===== config.mk =====
export PLATFORM = sky130hd
export DESIGN_NAME = prc_top
export DESIGN_NICKNAME = d
export VERILOG_FILES = /design/src/prc_reg_pkg.sv /design/src/prc_bus_pkg.sv /design/src/prc_regs.sv /design/src/prc_frame_timer.sv /design/src/prc_render_ctrl.sv /design/src/prc_map_draw.sv /design/src/prc_frame_copy.sv /design/src/prc_top.sv
export VERILOG_INCLUDE_DIRS = /design/src
export SDC_FILE = /design/constraint.sdc
export NUM_CORES = 1
export LEC_CHECK = 0
export BUFFER_PORTS_ARGS = -buffer_cell sky130_fd_sc_hd__clkbuf_2
export CAP_MARGIN = 20
export CORE_MARGIN = 8
export CORE_UTILIZATION = 60
export CTS_BUF_LIST = sky130_fd_sc_hd__clkbuf_16
export DETAILED_ROUTE_END_ITERATION = 8
export PLACE_DENSITY = 0.84
export SYNTH_ARGS = -nofsm -noshare
export SYNTH_HDL_FRONTEND = slang
export SYNTH_HIERARCHICAL = 1
export SYNTH_SLANG_ARGS = --single-unit

===== constraint.sdc =====
create_clock -name clk -period 8.3 [get_ports clk]
set_input_delay 1.66 -clock clk [delete_from_list [all_inputs] [get_ports clk]]
set_output_delay 1.66 -clock clk [all_outputs]
set_load 0.01 [all_outputs]

===== src/prc_config.svh =====
`ifndef PRC_CONFIG_SVH
`define PRC_CONFIG_SVH

// Display timing
`define PRC_LINE_CYCLES 855
`define PRC_RENDER_LINE 24
`define PRC_LAST_LINE   66

// Frame buffer and tile map geometry
`define PRC_FB_COLUMNS  96
`define PRC_FB_PAGES    8
`define PRC_MAP_COLUMNS 12

// Bus widths
`define PRC_ADDR_W 24
`define PRC_DATA_W 8

`endif


===== src/prc_reg_pkg.sv =====
`default_nettype none

package prc_reg_pkg;

    typedef logic [3:0] reg_offset_t;

    localparam reg_offset_t REG_MODE         = 4'd0;
    localparam reg_offset_t REG_RATE         = 4'd1;
    localparam reg_offset_t REG_MAP_BASE_LO  = 4'd2;
    localparam reg_offset_t REG_MAP_BASE_MID = 4'd3;
    localparam reg_offset_t REG_MAP_BASE_HI  = 4'd4;
    localparam reg_offset_t REG_COUNTER      = 4'd10;

    typedef logic [5:0] mode_t;

    localparam int MODE_MAP_BIT  = 1;
    localparam int MODE_COPY_BIT = 3;

    typedef logic [2:0] rate_sel_t;     // Divider select from rate bits 3:1
    typedef logic [3:0] frame_count_t;  // Frames skipped since the last active one

endpackage

`default_nettype wire


===== src/prc_bus_pkg.sv =====
`default_nettype none

`include "prc_config.svh"

package prc_bus_pkg;

    // Work RAM
    localparam logic [`PRC_ADDR_W-1:0] FB_BASE  = 'h1000;
    localparam logic [`PRC_ADDR_W-1:0] MAP_BASE = 'h1360;

    // LCD controller ports
    localparam logic [`PRC_ADDR_W-1:0] LCD_CMD  = 'h20FE;
    localparam logic [`PRC_ADDR_W-1:0] LCD_DATA = 'h20FF;

    localparam logic [`PRC_DATA_W-1:0] LCD_COL_HI = 'h10;
    localparam logic [`PRC_DATA_W-1:0] LCD_COL_LO = 'h00;
    localparam logic [`PRC_DATA_W-1:0] LCD_PAGE   = 'hB0;  // Page number in the low bits

    typedef enum logic [1:0] {
        STAGE_IDLE,
        STAGE_MAP,
        STAGE_COPY
    } stage_t;

    typedef enum logic {
        READ,
        WRITE
    } bus_op_t;

endpackage

`default_nettype wire


===== src/prc_regs.sv =====
`default_nettype none
`timescale 1ns/10ps

`include "prc_config.svh"

module prc_regs (
    input  logic                         clk,
    input  logic                         reset,
    input  logic                         psel,
    input  logic                         penable,
    input  logic                         pwrite,
    input  prc_reg_pkg::reg_offset_t     paddr,
    input  logic [`PRC_DATA_W-1:0]       pwdata,
    output logic [`PRC_DATA_W-1:0]       prdata,
    output prc_reg_pkg::mode_t           mode,
    output prc_reg_pkg::rate_sel_t       rate_sel,
    output logic [`PRC_ADDR_W-1:0]       map_base,
    input  prc_reg_pkg::frame_count_t    frame_count,
    input  logic [6:0]                   line
);

    logic       wr_en;
    logic [3:0] rate_q;
    logic [4:0] base_lo;   // Tile base is 8-byte aligned
    logic [7:0] base_mid;
    logic [4:0] base_hi;

    assign wr_en    = psel && penable && pwrite;
    assign rate_sel = rate_q[3:1];
    assign map_base = {3'b000, base_hi, base_mid, base_lo, 3'b000};

    always_ff @(posedge clk, posedge reset)
    begin
        if (reset)
        begin
            mode     <= '0;
            rate_q   <= '0;
            base_lo  <= '0;
            base_mid <= '0;
            base_hi  <= '0;
        end
        else if (wr_en)
        begin
            case (paddr)
                prc_reg_pkg::REG_MODE:         mode     <= pwdata[5:0];
                prc_reg_pkg::REG_RATE:         rate_q   <= pwdata[3:0];
                prc_reg_pkg::REG_MAP_BASE_LO:  base_lo  <= pwdata[7:3];
                prc_reg_pkg::REG_MAP_BASE_MID: base_mid <= pwdata;
                prc_reg_pkg::REG_MAP_BASE_HI:  base_hi  <= pwdata[4:0];
                default:
                begin
                end
            endcase
        end
    end

    always_comb
    begin
        case (paddr)
            prc_reg_pkg::REG_MODE:         prdata = {2'b00, mode};
            prc_reg_pkg::REG_RATE:         prdata = {frame_count, rate_q};
            prc_reg_pkg::REG_MAP_BASE_LO:  prdata = map_base[7:0];
            prc_reg_pkg::REG_MAP_BASE_MID: prdata = map_base[15:8];
            prc_reg_pkg::REG_MAP_BASE_HI:  prdata = map_base[23:16];
            prc_reg_pkg::REG_COUNTER:      prdata = {1'b0, line};
            default:                       prdata = '0;
        endcase
    end

endmodule

`default_nettype wire


===== src/prc_frame_timer.sv =====
`default_nettype none
`timescale 1ns/10ps

`include "prc_config.svh"

module prc_frame_timer (
    input  logic                         clk,
    input  logic                         reset,
    input  prc_reg_pkg::rate_sel_t       rate_sel,
    input  logic                         render_enable,
    output prc_reg_pkg::frame_count_t    frame_count,
    output logic [6:0]                   line,
    output logic                         render_start,
    output logic                         irq_render_done
);

    localparam int CW = $clog2(`PRC_LINE_CYCLES);

    logic [CW-1:0]             cycle_cnt;
    prc_reg_pkg::rate_sel_t    last_sel;
    prc_reg_pkg::frame_count_t match;
    logic                      tick;
    logic                      active;

    // Divisor minus one
    always_comb
    begin
        case (rate_sel)
            3'd0:    match = 4'd2;   // /3
            3'd1:    match = 4'd5;   // /6
            3'd2:    match = 4'd8;   // /9
            3'd3:    match = 4'd11;  // /12
            3'd4:    match = 4'd1;   // /2
            3'd5:    match = 4'd3;   // /4
            3'd6:    match = 4'd5;   // /6
            default: match = 4'd7;   // /8
        endcase
    end

    assign tick            = cycle_cnt == CW'(`PRC_LINE_CYCLES - 1);
    assign active          = frame_count == match;
    assign irq_render_done = tick && active && line == 7'(`PRC_LAST_LINE);

    always_ff @(posedge clk, posedge reset)
    begin
        if (reset)
        begin
            cycle_cnt    <= '0;
            line         <= 7'd1;
            frame_count  <= '0;
            last_sel     <= '0;
            render_start <= 1'b0;
        end
        else
        begin
            last_sel     <= rate_sel;
            render_start <= tick && active && render_enable &&
                            line == 7'(`PRC_RENDER_LINE - 1);
            cycle_cnt    <= tick ? '0 : cycle_cnt + 1'b1;

            if (tick)
            begin
                if (line == 7'(`PRC_LAST_LINE))
                begin
                    line        <= 7'd1;
                    frame_count <= active ? '0 : frame_count + 1'b1;
                end
                else
                    line <= line + 1'b1;
            end

            if (rate_sel != last_sel)
                frame_count <= '0;  // New divider restarts the skip count
        end
    end

endmodule

`default_nettype wire


===== src/prc_render_ctrl.sv =====
`default_nettype none
`timescale 1ns/10ps

`include "prc_config.svh"

module prc_render_ctrl (
    input  logic                         clk,
    input  logic                         reset,
    input  logic                         render_start,
    input  prc_reg_pkg::mode_t           mode,
    output logic                         map_start,
    output logic                         copy_start,
    input  logic                         map_req,
    input  logic [`PRC_ADDR_W-1:0]       map_addr,
    input  prc_bus_pkg::bus_op_t         map_op,
    input  logic [`PRC_DATA_W-1:0]       map_wdata,
    input  logic                         copy_req,
    input  logic [`PRC_ADDR_W-1:0]       copy_addr,
    input  prc_bus_pkg::bus_op_t         copy_op,
    input  logic [`PRC_DATA_W-1:0]       copy_wdata,
    output logic                         map_ack,
    output logic                         copy_ack,
    output logic [`PRC_DATA_W-1:0]       rdata,
    input  logic                         map_done,
    input  logic                         copy_done,
    output logic                         mem_req,
    output logic [`PRC_ADDR_W-1:0]       mem_addr,
    output prc_bus_pkg::bus_op_t         mem_op,
    output logic [`PRC_DATA_W-1:0]       mem_wdata,
    input  logic                         mem_ack,
    input  logic [`PRC_DATA_W-1:0]       mem_rdata,
    output logic                         irq_copy_complete
);

    prc_bus_pkg::stage_t stage;
    logic                map_sel;
    logic                copy_sel;

    assign map_sel  = stage == prc_bus_pkg::STAGE_MAP;
    assign copy_sel = stage == prc_bus_pkg::STAGE_COPY;

    // Only the active stage reaches the memory port
    assign mem_req   = (map_sel && map_req) || (copy_sel && copy_req);
    assign mem_addr  = copy_sel ? copy_addr : map_addr;
    assign mem_op    = copy_sel ? copy_op : map_op;
    assign mem_wdata = copy_sel ? copy_wdata : map_wdata;
    assign map_ack   = map_sel && mem_ack;
    assign copy_ack  = copy_sel && mem_ack;
    assign rdata     = mem_rdata;

    always_ff @(posedge clk, posedge reset)
    begin
        if (reset)
        begin
            stage             <= prc_bus_pkg::STAGE_IDLE;
            map_start         <= 1'b0;
            copy_start        <= 1'b0;
            irq_copy_complete <= 1'b0;
        end
        else
        begin
            map_start         <= 1'b0;
            copy_start        <= 1'b0;
            irq_copy_complete <= 1'b0;

            case (stage)
                prc_bus_pkg::STAGE_IDLE:
                begin
                    if (render_start && mode[prc_reg_pkg::MODE_MAP_BIT])
                    begin
                        stage     <= prc_bus_pkg::STAGE_MAP;
                        map_start <= 1'b1;
                    end
                    else if (render_start && mode[prc_reg_pkg::MODE_COPY_BIT])
                    begin
                        stage      <= prc_bus_pkg::STAGE_COPY;
                        copy_start <= 1'b1;
                    end
                end
                prc_bus_pkg::STAGE_MAP:
                begin
                    if (map_done && mode[prc_reg_pkg::MODE_COPY_BIT])
                    begin
                        stage      <= prc_bus_pkg::STAGE_COPY;
                        copy_start <= 1'b1;
                    end
                    else if (map_done)
                        stage <= prc_bus_pkg::STAGE_IDLE;
                end
                prc_bus_pkg::STAGE_COPY:
                begin
                    if (copy_done)
                    begin
                        stage             <= prc_bus_pkg::STAGE_IDLE;
                        irq_copy_complete <= 1'b1;
                    end
                end
                default: stage <= prc_bus_pkg::STAGE_IDLE;
            endcase
        end
    end

endmodule

`default_nettype wire


===== src/prc_map_draw.sv =====
`default_nettype none
`timescale 1ns/10ps

`include "prc_config.svh"

module prc_map_draw (
    input  logic                         clk,
    input  logic                         reset,
    input  logic                         start,
    output logic                         req,
    output logic [`PRC_ADDR_W-1:0]       addr,
    output prc_bus_pkg::bus_op_t         op,
    output logic [`PRC_DATA_W-1:0]       wdata,
    input  logic                         ack,
    input  logic [`PRC_DATA_W-1:0]       rdata,
    output logic                         done,
    input  logic [`PRC_ADDR_W-1:0]       map_base
);

    localparam int AW = `PRC_ADDR_W;

    typedef enum logic [1:0] {
        STEP_INDEX,  // Tile index from the map
        STEP_TILE,   // Tile column byte
        STEP_WRITE   // Frame buffer store
    } step_t;

    step_t                  step;
    logic [2:0]             page;
    logic [6:0]             col;
    logic [`PRC_DATA_W-1:0] tile_idx;
    logic                   last_col;
    logic                   last_page;

    assign last_col  = col == 7'(`PRC_FB_COLUMNS - 1);
    assign last_page = page == 3'(`PRC_FB_PAGES - 1);
    assign op        = step == STEP_WRITE ? prc_bus_pkg::WRITE : prc_bus_pkg::READ;
    assign done      = ack && step == STEP_WRITE && last_col && last_page;

    always_comb
    begin
        case (step)
            STEP_INDEX: addr = prc_bus_pkg::MAP_BASE + AW'(page) * AW'(`PRC_MAP_COLUMNS) +
                               AW'(col[6:3]);
            STEP_TILE:  addr = map_base + AW'({tile_idx, 3'b000}) + AW'(col[2:0]);
            default:    addr = prc_bus_pkg::FB_BASE + AW'(page) * AW'(`PRC_FB_COLUMNS) +
                               AW'(col);
        endcase
    end

    always_ff @(posedge clk, posedge reset)
    begin
        if (reset)
        begin
            req  <= 1'b0;
            step <= STEP_INDEX;
            page <= '0;
            col  <= '0;
        end
        else if (start)
        begin
            req  <= 1'b1;
            step <= STEP_INDEX;
            page <= '0;
            col  <= '0;
        end
        else if (ack)
        begin
            case (step)
                STEP_INDEX: step <= STEP_TILE;
                STEP_TILE:  step <= STEP_WRITE;
                default:
                begin
                    step <= STEP_INDEX;
                    col  <= last_col ? '0 : col + 1'b1;
                    if (last_col && last_page)
                        req <= 1'b0;
                    else if (last_col)
                        page <= page + 1'b1;
                end
            endcase
        end
    end

    always_ff @(posedge clk)
    begin
        if (ack && step == STEP_INDEX)
            tile_idx <= rdata;
        if (ack && step == STEP_TILE)
            wdata <= rdata;
    end

endmodule

`default_nettype wire


===== src/prc_frame_copy.sv =====
`default_nettype none
`timescale 1ns/10ps

`include "prc_config.svh"

module prc_frame_copy (
    input  logic                         clk,
    input  logic                         reset,
    input  logic                         start,
    input  logic                         ack,
    input  logic [`PRC_DATA_W-1:0]       rdata,
    output logic                         req,
    output logic [`PRC_ADDR_W-1:0]       addr,
    output prc_bus_pkg::bus_op_t         op,
    output logic [`PRC_DATA_W-1:0]       wdata,
    output logic                         done
);

    localparam int AW = `PRC_ADDR_W;
    localparam int DW = `PRC_DATA_W;

    typedef enum logic [2:0] {
        CP_COL_HI,
        CP_COL_LO,
        CP_PAGE,
        CP_READ,   // Fetch from the frame buffer
        CP_WRITE   // Push to LCD data
    } copy_step_t;

    copy_step_t             step;
    logic [2:0]             page;
    logic [6:0]             col;
    logic [`PRC_DATA_W-1:0] pix;
    logic                   last_col;
    logic                   last_page;

    assign last_col  = col == 7'(`PRC_FB_COLUMNS - 1);
    assign last_page = page == 3'(`PRC_FB_PAGES - 1);
    assign op        = step == CP_READ ? prc_bus_pkg::READ : prc_bus_pkg::WRITE;
    assign done      = ack && step == CP_WRITE && last_col && last_page;

    always_comb
    begin
        addr  = prc_bus_pkg::LCD_CMD;
        wdata = pix;
        case (step)
            CP_COL_HI: wdata = prc_bus_pkg::LCD_COL_HI;
            CP_COL_LO: wdata = prc_bus_pkg::LCD_COL_LO;
            CP_PAGE:   wdata = prc_bus_pkg::LCD_PAGE + DW'(page);
            CP_READ:   addr  = prc_bus_pkg::FB_BASE + AW'(page) * AW'(`PRC_FB_COLUMNS) +
                               AW'(col);
            default:   addr  = prc_bus_pkg::LCD_DATA;
        endcase
    end

    always_ff @(posedge clk, posedge reset)
    begin
        if (reset)
        begin
            req  <= 1'b0;
            step <= CP_COL_HI;
            page <= '0;
            col  <= '0;
        end
        else if (start)
        begin
            req  <= 1'b1;
            step <= CP_COL_HI;
            page <= '0;
            col  <= '0;
        end
        else if (ack)
        begin
            case (step)
                CP_COL_HI: step <= CP_COL_LO;
                CP_COL_LO: step <= CP_PAGE;
                CP_PAGE:   step <= CP_READ;
                CP_READ:   step <= CP_WRITE;
                default:
                begin
                    step <= last_col ? CP_COL_HI : CP_READ;  // New page restarts with commands
                    col  <= last_col ? '0 : col + 1'b1;
                    if (last_col && last_page)
                        req <= 1'b0;
                    else if (last_col)
                        page <= page + 1'b1;
                end
            endcase
        end
    end

    always_ff @(posedge clk)
    begin
        if (ack && step == CP_READ)
            pix <= rdata;
    end

endmodule

`default_nettype wire


===== src/prc_top.sv =====
`default_nettype none
`timescale 1ns/10ps

`include "prc_config.svh"

module prc_top (
    input  logic                         clk,
    input  logic                         reset,
    input  logic                         psel,
    input  logic                         penable,
    input  logic                         pwrite,
    input  prc_reg_pkg::reg_offset_t     paddr,
    input  logic [`PRC_DATA_W-1:0]       pwdata,
    output logic [`PRC_DATA_W-1:0]       prdata,
    output logic                         mem_req,
    output logic [`PRC_ADDR_W-1:0]       mem_addr,
    output prc_bus_pkg::bus_op_t         mem_op,
    output logic [`PRC_DATA_W-1:0]       mem_wdata,
    input  logic                         mem_ack,
    input  logic [`PRC_DATA_W-1:0]       mem_rdata,
    output logic                         irq_render_done,
    output logic                         irq_copy_complete
);

    prc_reg_pkg::mode_t        mode;
    prc_reg_pkg::rate_sel_t    rate_sel;
    prc_reg_pkg::frame_count_t frame_count;
    logic [`PRC_ADDR_W-1:0]    map_base;
    logic [6:0]                line;
    logic                      render_enable;
    logic                      render_start;
    logic                      map_start;
    logic                      map_req;
    logic                      map_ack;
    logic                      map_done;
    logic                      copy_start;
    logic                      copy_req;
    logic                      copy_ack;
    logic                      copy_done;
    logic [`PRC_ADDR_W-1:0]    map_addr;
    logic [`PRC_ADDR_W-1:0]    copy_addr;
    prc_bus_pkg::bus_op_t      map_op;
    prc_bus_pkg::bus_op_t      copy_op;
    logic [`PRC_DATA_W-1:0]    map_wdata;
    logic [`PRC_DATA_W-1:0]    copy_wdata;
    logic [`PRC_DATA_W-1:0]    rdata;

    assign render_enable = mode[prc_reg_pkg::MODE_MAP_BIT] || mode[prc_reg_pkg::MODE_COPY_BIT];

    prc_regs u_regs (
        .clk(clk), .reset(reset),
        .psel(psel), .penable(penable), .pwrite(pwrite),
        .paddr(paddr), .pwdata(pwdata), .prdata(prdata),
        .mode(mode), .rate_sel(rate_sel), .map_base(map_base),
        .frame_count(frame_count), .line(line)
    );

    prc_frame_timer u_timer (
        .clk(clk), .reset(reset),
        .rate_sel(rate_sel), .render_enable(render_enable),
        .frame_count(frame_count), .line(line),
        .render_start(render_start), .irq_render_done(irq_render_done)
    );

    prc_render_ctrl u_ctrl (
        .clk(clk), .reset(reset),
        .render_start(render_start), .mode(mode),
        .map_start(map_start), .copy_start(copy_start),
        .map_req(map_req), .map_addr(map_addr), .map_op(map_op), .map_wdata(map_wdata),
        .copy_req(copy_req), .copy_addr(copy_addr), .copy_op(copy_op),
        .copy_wdata(copy_wdata),
        .map_ack(map_ack), .copy_ack(copy_ack), .rdata(rdata),
        .map_done(map_done), .copy_done(copy_done),
        .mem_req(mem_req), .mem_addr(mem_addr), .mem_op(mem_op), .mem_wdata(mem_wdata),
        .mem_ack(mem_ack), .mem_rdata(mem_rdata),
        .irq_copy_complete(irq_copy_complete)
    );

    prc_map_draw u_map (
        .clk(clk), .reset(reset), .start(map_start),
        .req(map_req), .addr(map_addr), .op(map_op), .wdata(map_wdata),
        .ack(map_ack), .rdata(rdata), .done(map_done), .map_base(map_base)
    );

    prc_frame_copy u_copy (
        .clk(clk), .reset(reset), .start(copy_start),
        .ack(copy_ack), .rdata(rdata),
        .req(copy_req), .addr(copy_addr), .op(copy_op), .wdata(copy_wdata),
        .done(copy_done)
    );

endmodule

`default_nettype wire


# Word level (Yosys, flattened, before mapping)
# Index checks and enable logic that the tools add are counted.
[totals]
output_inout_bits = 44
in_bits = 26
register_bits = 109
word_cells = 198
[classes]
n_eq_ne = 35
n_mux = 63
n_reduce_logical = 56
n_addsub = 16
multipliers = 3
[ops]
columns = ["cell", "count"]
rows = [
  ["$pmux W24 S2", 2],
  ["$mux W7", 9],
  ["$add A24 B7 Y24", 2],
  ["$pmux W8 S6", 1],
  ["$mux W3", 12],
  ["$add A13 B10 Y14 const A", 2],
  ["$add A24 B3 Y24", 1],
  ["$add A24 B4 Y24", 1],
  ["$logic_and A1 B1 Y1", 24],
  ["$mux W24", 1],
  ["$pmux W4 S6", 1],
  ["$pmux W8 S3", 1],
  ["$add A21 B11 Y22", 1],
  ["$add A7 B1 Y7 const B", 3],
  ["$eq A7 B7 Y1 const B", 3],
  ["$eq A3 B3 Y1 const B", 6],
  ["$mux W1", 18],
  ["$mux W2", 8],
  ["$mux W4", 4],
  ["$reduce_and A2 Y1", 8],
  ["$reduce_bool A2 Y1", 8],
  ["$mul A3 B2 Y5 const B", 3],
  ["$add A13 B7 Y14 const A", 1],
  ["$eq A3 B2 Y1 const B", 4],
  ["other kinds (34)", 49],
]

# Logic depth before layout (Yosys ltp)
[logic_depth]
depth_word = 8
depth_mapped = 11
mapped_depth_nobuf = 9

# By module
# The synthesis kept the hierarchy.
[modules_own_cells]
columns = ["module", "cells_each", "seq_area_each_um2", "area_each_um2", "n_inst"]
rows = [
  ["prc_map_draw", 261, 805.8, 2331.0, 1],
  ["prc_regs", 124, 700.7, 1519.0, 1],
  ["prc_frame_copy", 155, 590.6, 1483.9, 1],
  ["prc_frame_timer", 139, 626.9, 1363.8, 1],
  ["prc_render_ctrl", 69, 125.1, 828.3, 1],
  ["prc_top", 1, 0.0, 6.3, 1],
]

# Worst setup path after synthesis
# OpenSTA, ideal clock, no wires.
[synth_path]
kind = "in2out"
start = "in paddr[1]"
end = "out prdata[3]"
required_ps = 6640
arrival_time_ps = 2625
stages = 4
n_path_buf = 1
slack_ps = 4015
path_cell_list = "buf_2 or3b_2 o22a_1 o41ai_1"
[synth_between]
elab_chain_cells = 2
elab_cells_between_ends = 7
cone_classes = "eq/ne (5); mux (1); reduce/logical (1)"
[synth_lines]
columns = ["item", "line_no", "text"]
rows = [
  ["start: declaration", "prc_top.sv:12", "input prc_reg_pkg::reg_offset_t paddr,"],
  ["$eq A4 B4 Y1, or another cell as far along", "prc_regs.sv:59", "case (paddr)"],
  ["$pmux W8 S6 (*)", "prc_regs.sv:59", ""],
  ["end: declaration", "prc_top.sv:14", "output logic [`PRC_DATA_W-1:0] prdata,"],
]
# Every way passes the cells marked *; elsewhere a longest branch is shown, timed or not.

# Final worst setup path
[layout_path]
start = "reg u_regs.base_mid[0]"
end = "out mem_addr[17]"
[layout_between]
elab_chain_cells = 4
[layout_lines]
columns = ["item", "line_no", "text"]
rows = [
  ["start: declaration", "prc_regs.sv:25", "logic [7:0] base_mid;"],
  ["start signal: assignment", "prc_regs.sv:48", "prc_reg_pkg::REG_MAP_BASE_MID: base_mid <= pwdata;"],
  ["$add A21 B11 Y22", "prc_map_draw.sv:45", "STEP_TILE: addr = map_base + AW'({tile_idx, 3'b000}) + AW'(col[2:0]);"],
  ["$add A24 B3 Y24", "prc_map_draw.sv:45", ""],
  ["$pmux W24 S2", "prc_map_draw.sv:42", "case (step)"],
  ["named net map_addr[17]", "prc_top.sv:40", "logic [`PRC_ADDR_W-1:0] map_addr;"],
  ["$mux W24", "prc_render_ctrl.sv:44", "assign mem_addr = copy_sel ? copy_addr : map_addr;"],
  ["end: declaration", "prc_top.sv:16", "output logic [`PRC_ADDR_W-1:0] mem_addr,"],
]
# The timed path passes the listed nets, and every way through them passes these cells.

==> results.json <==
{
  "status": "finished, final reports clean",
  "nets": 848,
  "worstReg2RegStart": "u_ctrl/stage[0]",
  "synth_adder_area_share": 0.0631,
  "hold_class": "reg -> reg",
  "tightest_slew_ns": 0.943,
  "internal_power_uw": 863,
  "hold_viol_final": 0,
  "ioPinCount": 70,
  "finClkSkew_ns": 0.00535,
  "dr.pass1.iters": 5,
  "die_x_um": 128,
  "die_area_um2": 16400,
  "post-route-period-util": 0.590,
  "cp-start-kind": "register",
  "crit_chain": "ha_1 > and3_1 > and3_2 > a31oi_1 > or3_2 > a21oi_1 > mux2_4 > clkbuf_2",
  "synth-edff-count": 24,
  "grt_pass1_vias": 5806,
  "cts_buffer_depth": 2,
  "crit_slowest_cell": "a31oi_1",
  "synthXorXnorAreaFrac": 0.0407,
  "maxCapViolCount": 0,
  "crit_fanout": 13,
  "gp_congestion": 0.937,
  "start_util": 0.607,
  "ys_ff_latch": 109,
  "pwr-share-clk": 0.383,
  "drtIter0Drc": 461,
  "cts-hold-fix-buffers": 0,
  "grt.total_usage": 0.224,
  "min_period_ns": 4.90,
  "routedWlPerCell_um": 18.8,
  "min_from": "u_copy/req",
  "cts_max_level": 3,
  "cts_root_buf": "clkbuf_16",
  "ys.flop_type": "dfrtp_1",
  "clk_pin_slew_worst_paths_ns": 0.08,
  "synth_top_area_share": 0.279,
  "dpl.cell_count": 945,
  "synth_top_family_by_area": "simple AND/OR/NAND/NOR gates",
  "core_area_um2": 12400,
  "syn_to_final_growth_pct": 7.81,
  "synthSimpleGateAreaFrac": 0.188,
  "fmax_mhz": 204,
  "final-instance-count-excl-fill": 964,
  "die_y_um": 128,
  "grt_first_pass_wirelength_um": 29100,
  "viasPerCell": 6.14,
  "clkSinkCount": 109,
  "worst_hold_slack_ns": 0.486,
  "yosysTopAreaCell": "dfrtp_1",
  "syn_area_um2": 7530,
  "cts_resized": 0,
  "ant_nets": 0,
  "rr_worst_depth": 6,
  "power_frac_comb": 0.111,
  "rows": 41,
  "drc": 0,
  "syn_area_per_cell_um2": 10.1,
  "relSlewSlack": 0.368,
  "wl_um": 18100,
  "grt_max_degree": 37,
  "cts_buffers": 9,
  "cp.arrival_ns": 3.24,
  "antennaDiodeCount": 0,
  "nFillCells": 997,
  "clkLatencyLatePin_ns": 0.36,
  "power_density_nw_per_um2": 145,
  "dpl.hpwl_um": 13400,
  "grt_antenna_before_repair": 0,
  "synth_cells": 749,
  "synth.area.top_cells": "dfrtp_1, edfxtp_1, mux2_2, mux2_4, ha_1",
  "tns_ns": 0,
  "startpoint": "u_regs/base_mid[0]",
  "ys_top_cells_by_count": "dfrtp_1, nor2_1, nand2_1",
  "grt_overflow": 0,
  "synth_warnings": 6,
  "synthArstFlopShare": 0.780,
  "power.leakage_uw": 0.00355,
  "critPathKind": "reg -> out",
  "cts_tree": "done",
  "switching_power_uw": 315,
  "rsz0062_at_grt": "false",
  "drv_slew": 0,
  "synth.distinct_cells": 87,
  "finalPower_uw": 1180,
  "worst-r2r-setup-slack_ns": 5.63,
  "switching_share": 0.268,
  "yosysMostFrequentCell": "dfrtp_1",
  "ys_seq_area_frac": 0.378,
  "end_kind": "output pin",
  "postCtsSetupRepairBufs": 0,
  "vias": 5920,
  "synth-compound-area-share": 0.120,
  "worst_path_largest_cell_delay_ns": 0.76,
  "port_buffers": 67,
  "cp.required_ns": 6.64,
  "drive_gt1_frac": 0.229,
  "r2r_end": "u_copy/page[0]",
  "vdd_ir_drop_max_uv": 132,
  "seq_power_share": 0.506,
  "endpoint": "mem_addr[17]",
  "setup_viol": 0,
  "synth.area.mux_share": 0.138
}
-- how the worst min path moves through the flow --
stage / to / slack (ns) / cells past startpoint
after floorplan: u_copy/req / 0.45 / 1
after global placement: u_copy/req / 0.46 / 1
after detailed placement: u_copy/req / 0.47 / 1
after CTS: u_copy/req / 0.49 / 1
after global routing: u_timer/cycle_cnt[7] / 0.52 / 1
final: u_copy/req / 0.49 / 1
-- critical path, delay by kind of cell (launching register included) --
kind	cells	cell delay, ns
compound gates	2	0.83
simple gates	3	0.73
fa+ha+maj	1	0.45
flops	1	0.44
mux	1	0.29
buf+inv	1	0.13
-- cell families (layout without fill, tap and decap cells) --
| group | count (synthesis) | count (layout) |
|---|---|---|
| buffers and inverters | 92 | 120 |
| and+or+nand+nor | 255 | 255 |
| adders and majority gates | 35 | 35 |
| xor gates and xnor gates | 35 | 35 |
| AOI/OAI and AO/OA | 135 | 135 |
| muxes | 86 | 86 |
| other | 2 | 17 |
| DFF | 109 | 109 |
-- state kept, by name (all words and copies together), names as in the netlist, 2 cells and up --
name and flops:
u_timer/cycle_cnt 10, u_ctrl/stage 2, u_timer/last_sel 3, u_copy/step 3, u_regs/base_mid 8, u_copy/col 7
u_map/tile_idx 8, u_map/col 7, u_regs/rate_q 4, u_map/wdata 8, u_timer/line 7, u_map/step 2
u_copy/pix 8, u_map/page 3, u_regs/mode 6, u_timer/frame_count 4, u_copy/page 3, u_regs/base_lo 5
u_regs/base_hi 5
-- placed cells by master, fill, tap and decap left out, drive strengths merged, types with 4 or more instances in the layout --
cell	count
dfrtp	84
clkbuf	76
mux2	63
nor2	55
nand2	54
a21oi	44
inv	34
ha	30
o21ai	28
edfxtp	24
mux2i	23
nand3	23
nor3	20
xnor2	19
conb	17
xor2	16
nand4	13
or3	11
nand2b	10
a21o	8
nor2b	8
and3	8
nor4	7
nand3b	6
a22o	6
and2	6
o221ai	6
nor3b	6
or4	6
a31oi	5
fa	5
or2	5
buf	5
a31o	4
-- power groups by stage --
stage / combinational, µW / clock, µW / sequential [µW]
6_report: 131 / 451 / 597
5_1_grt: 143 / 479 / 599
4_1_cts: 125 / 458 / 596
3_5_place_dp: 124 / 0 / 607
3_3_place_gp: 117 / 0 / 605
2_1_floorplan: 109 / 0 / 592
-- area by class of cell --
class                           instances  area [µm²]  share of cell area
Tap cell                              172         215              0.0265
Multi-Input combinational cell        563        4220               0.520
Inverter                               32         120              0.0148
Sequential cell                       109        2850               0.351
Timing Repair Buffer                   72         398              0.0490
Clock buffer                            9         225              0.0277
Clock inverter                          7        92.6              0.0114
-- metal layers --
layer  GRT usage  up-vias  part of all wire
met5           0        -                 0
met2       0.377      200              0.50
met4      0.0895        0             0.030
li1            -     2757                 -
met1       0.272     2921              0.42
met3      0.0483       42             0.050
-- metrics by stage --
stage	setup WS, ns	instance area [µm²]	util
CTS	3.43	8070	0.650
floorplan	4.02	7590	-
global route	3.22	8120	0.654
global placement	3.61	7750	0.625
detailed placement	3.59	7750	0.625
finish	3.40	8120	0.654
Power figures use the tool's default switching activity.
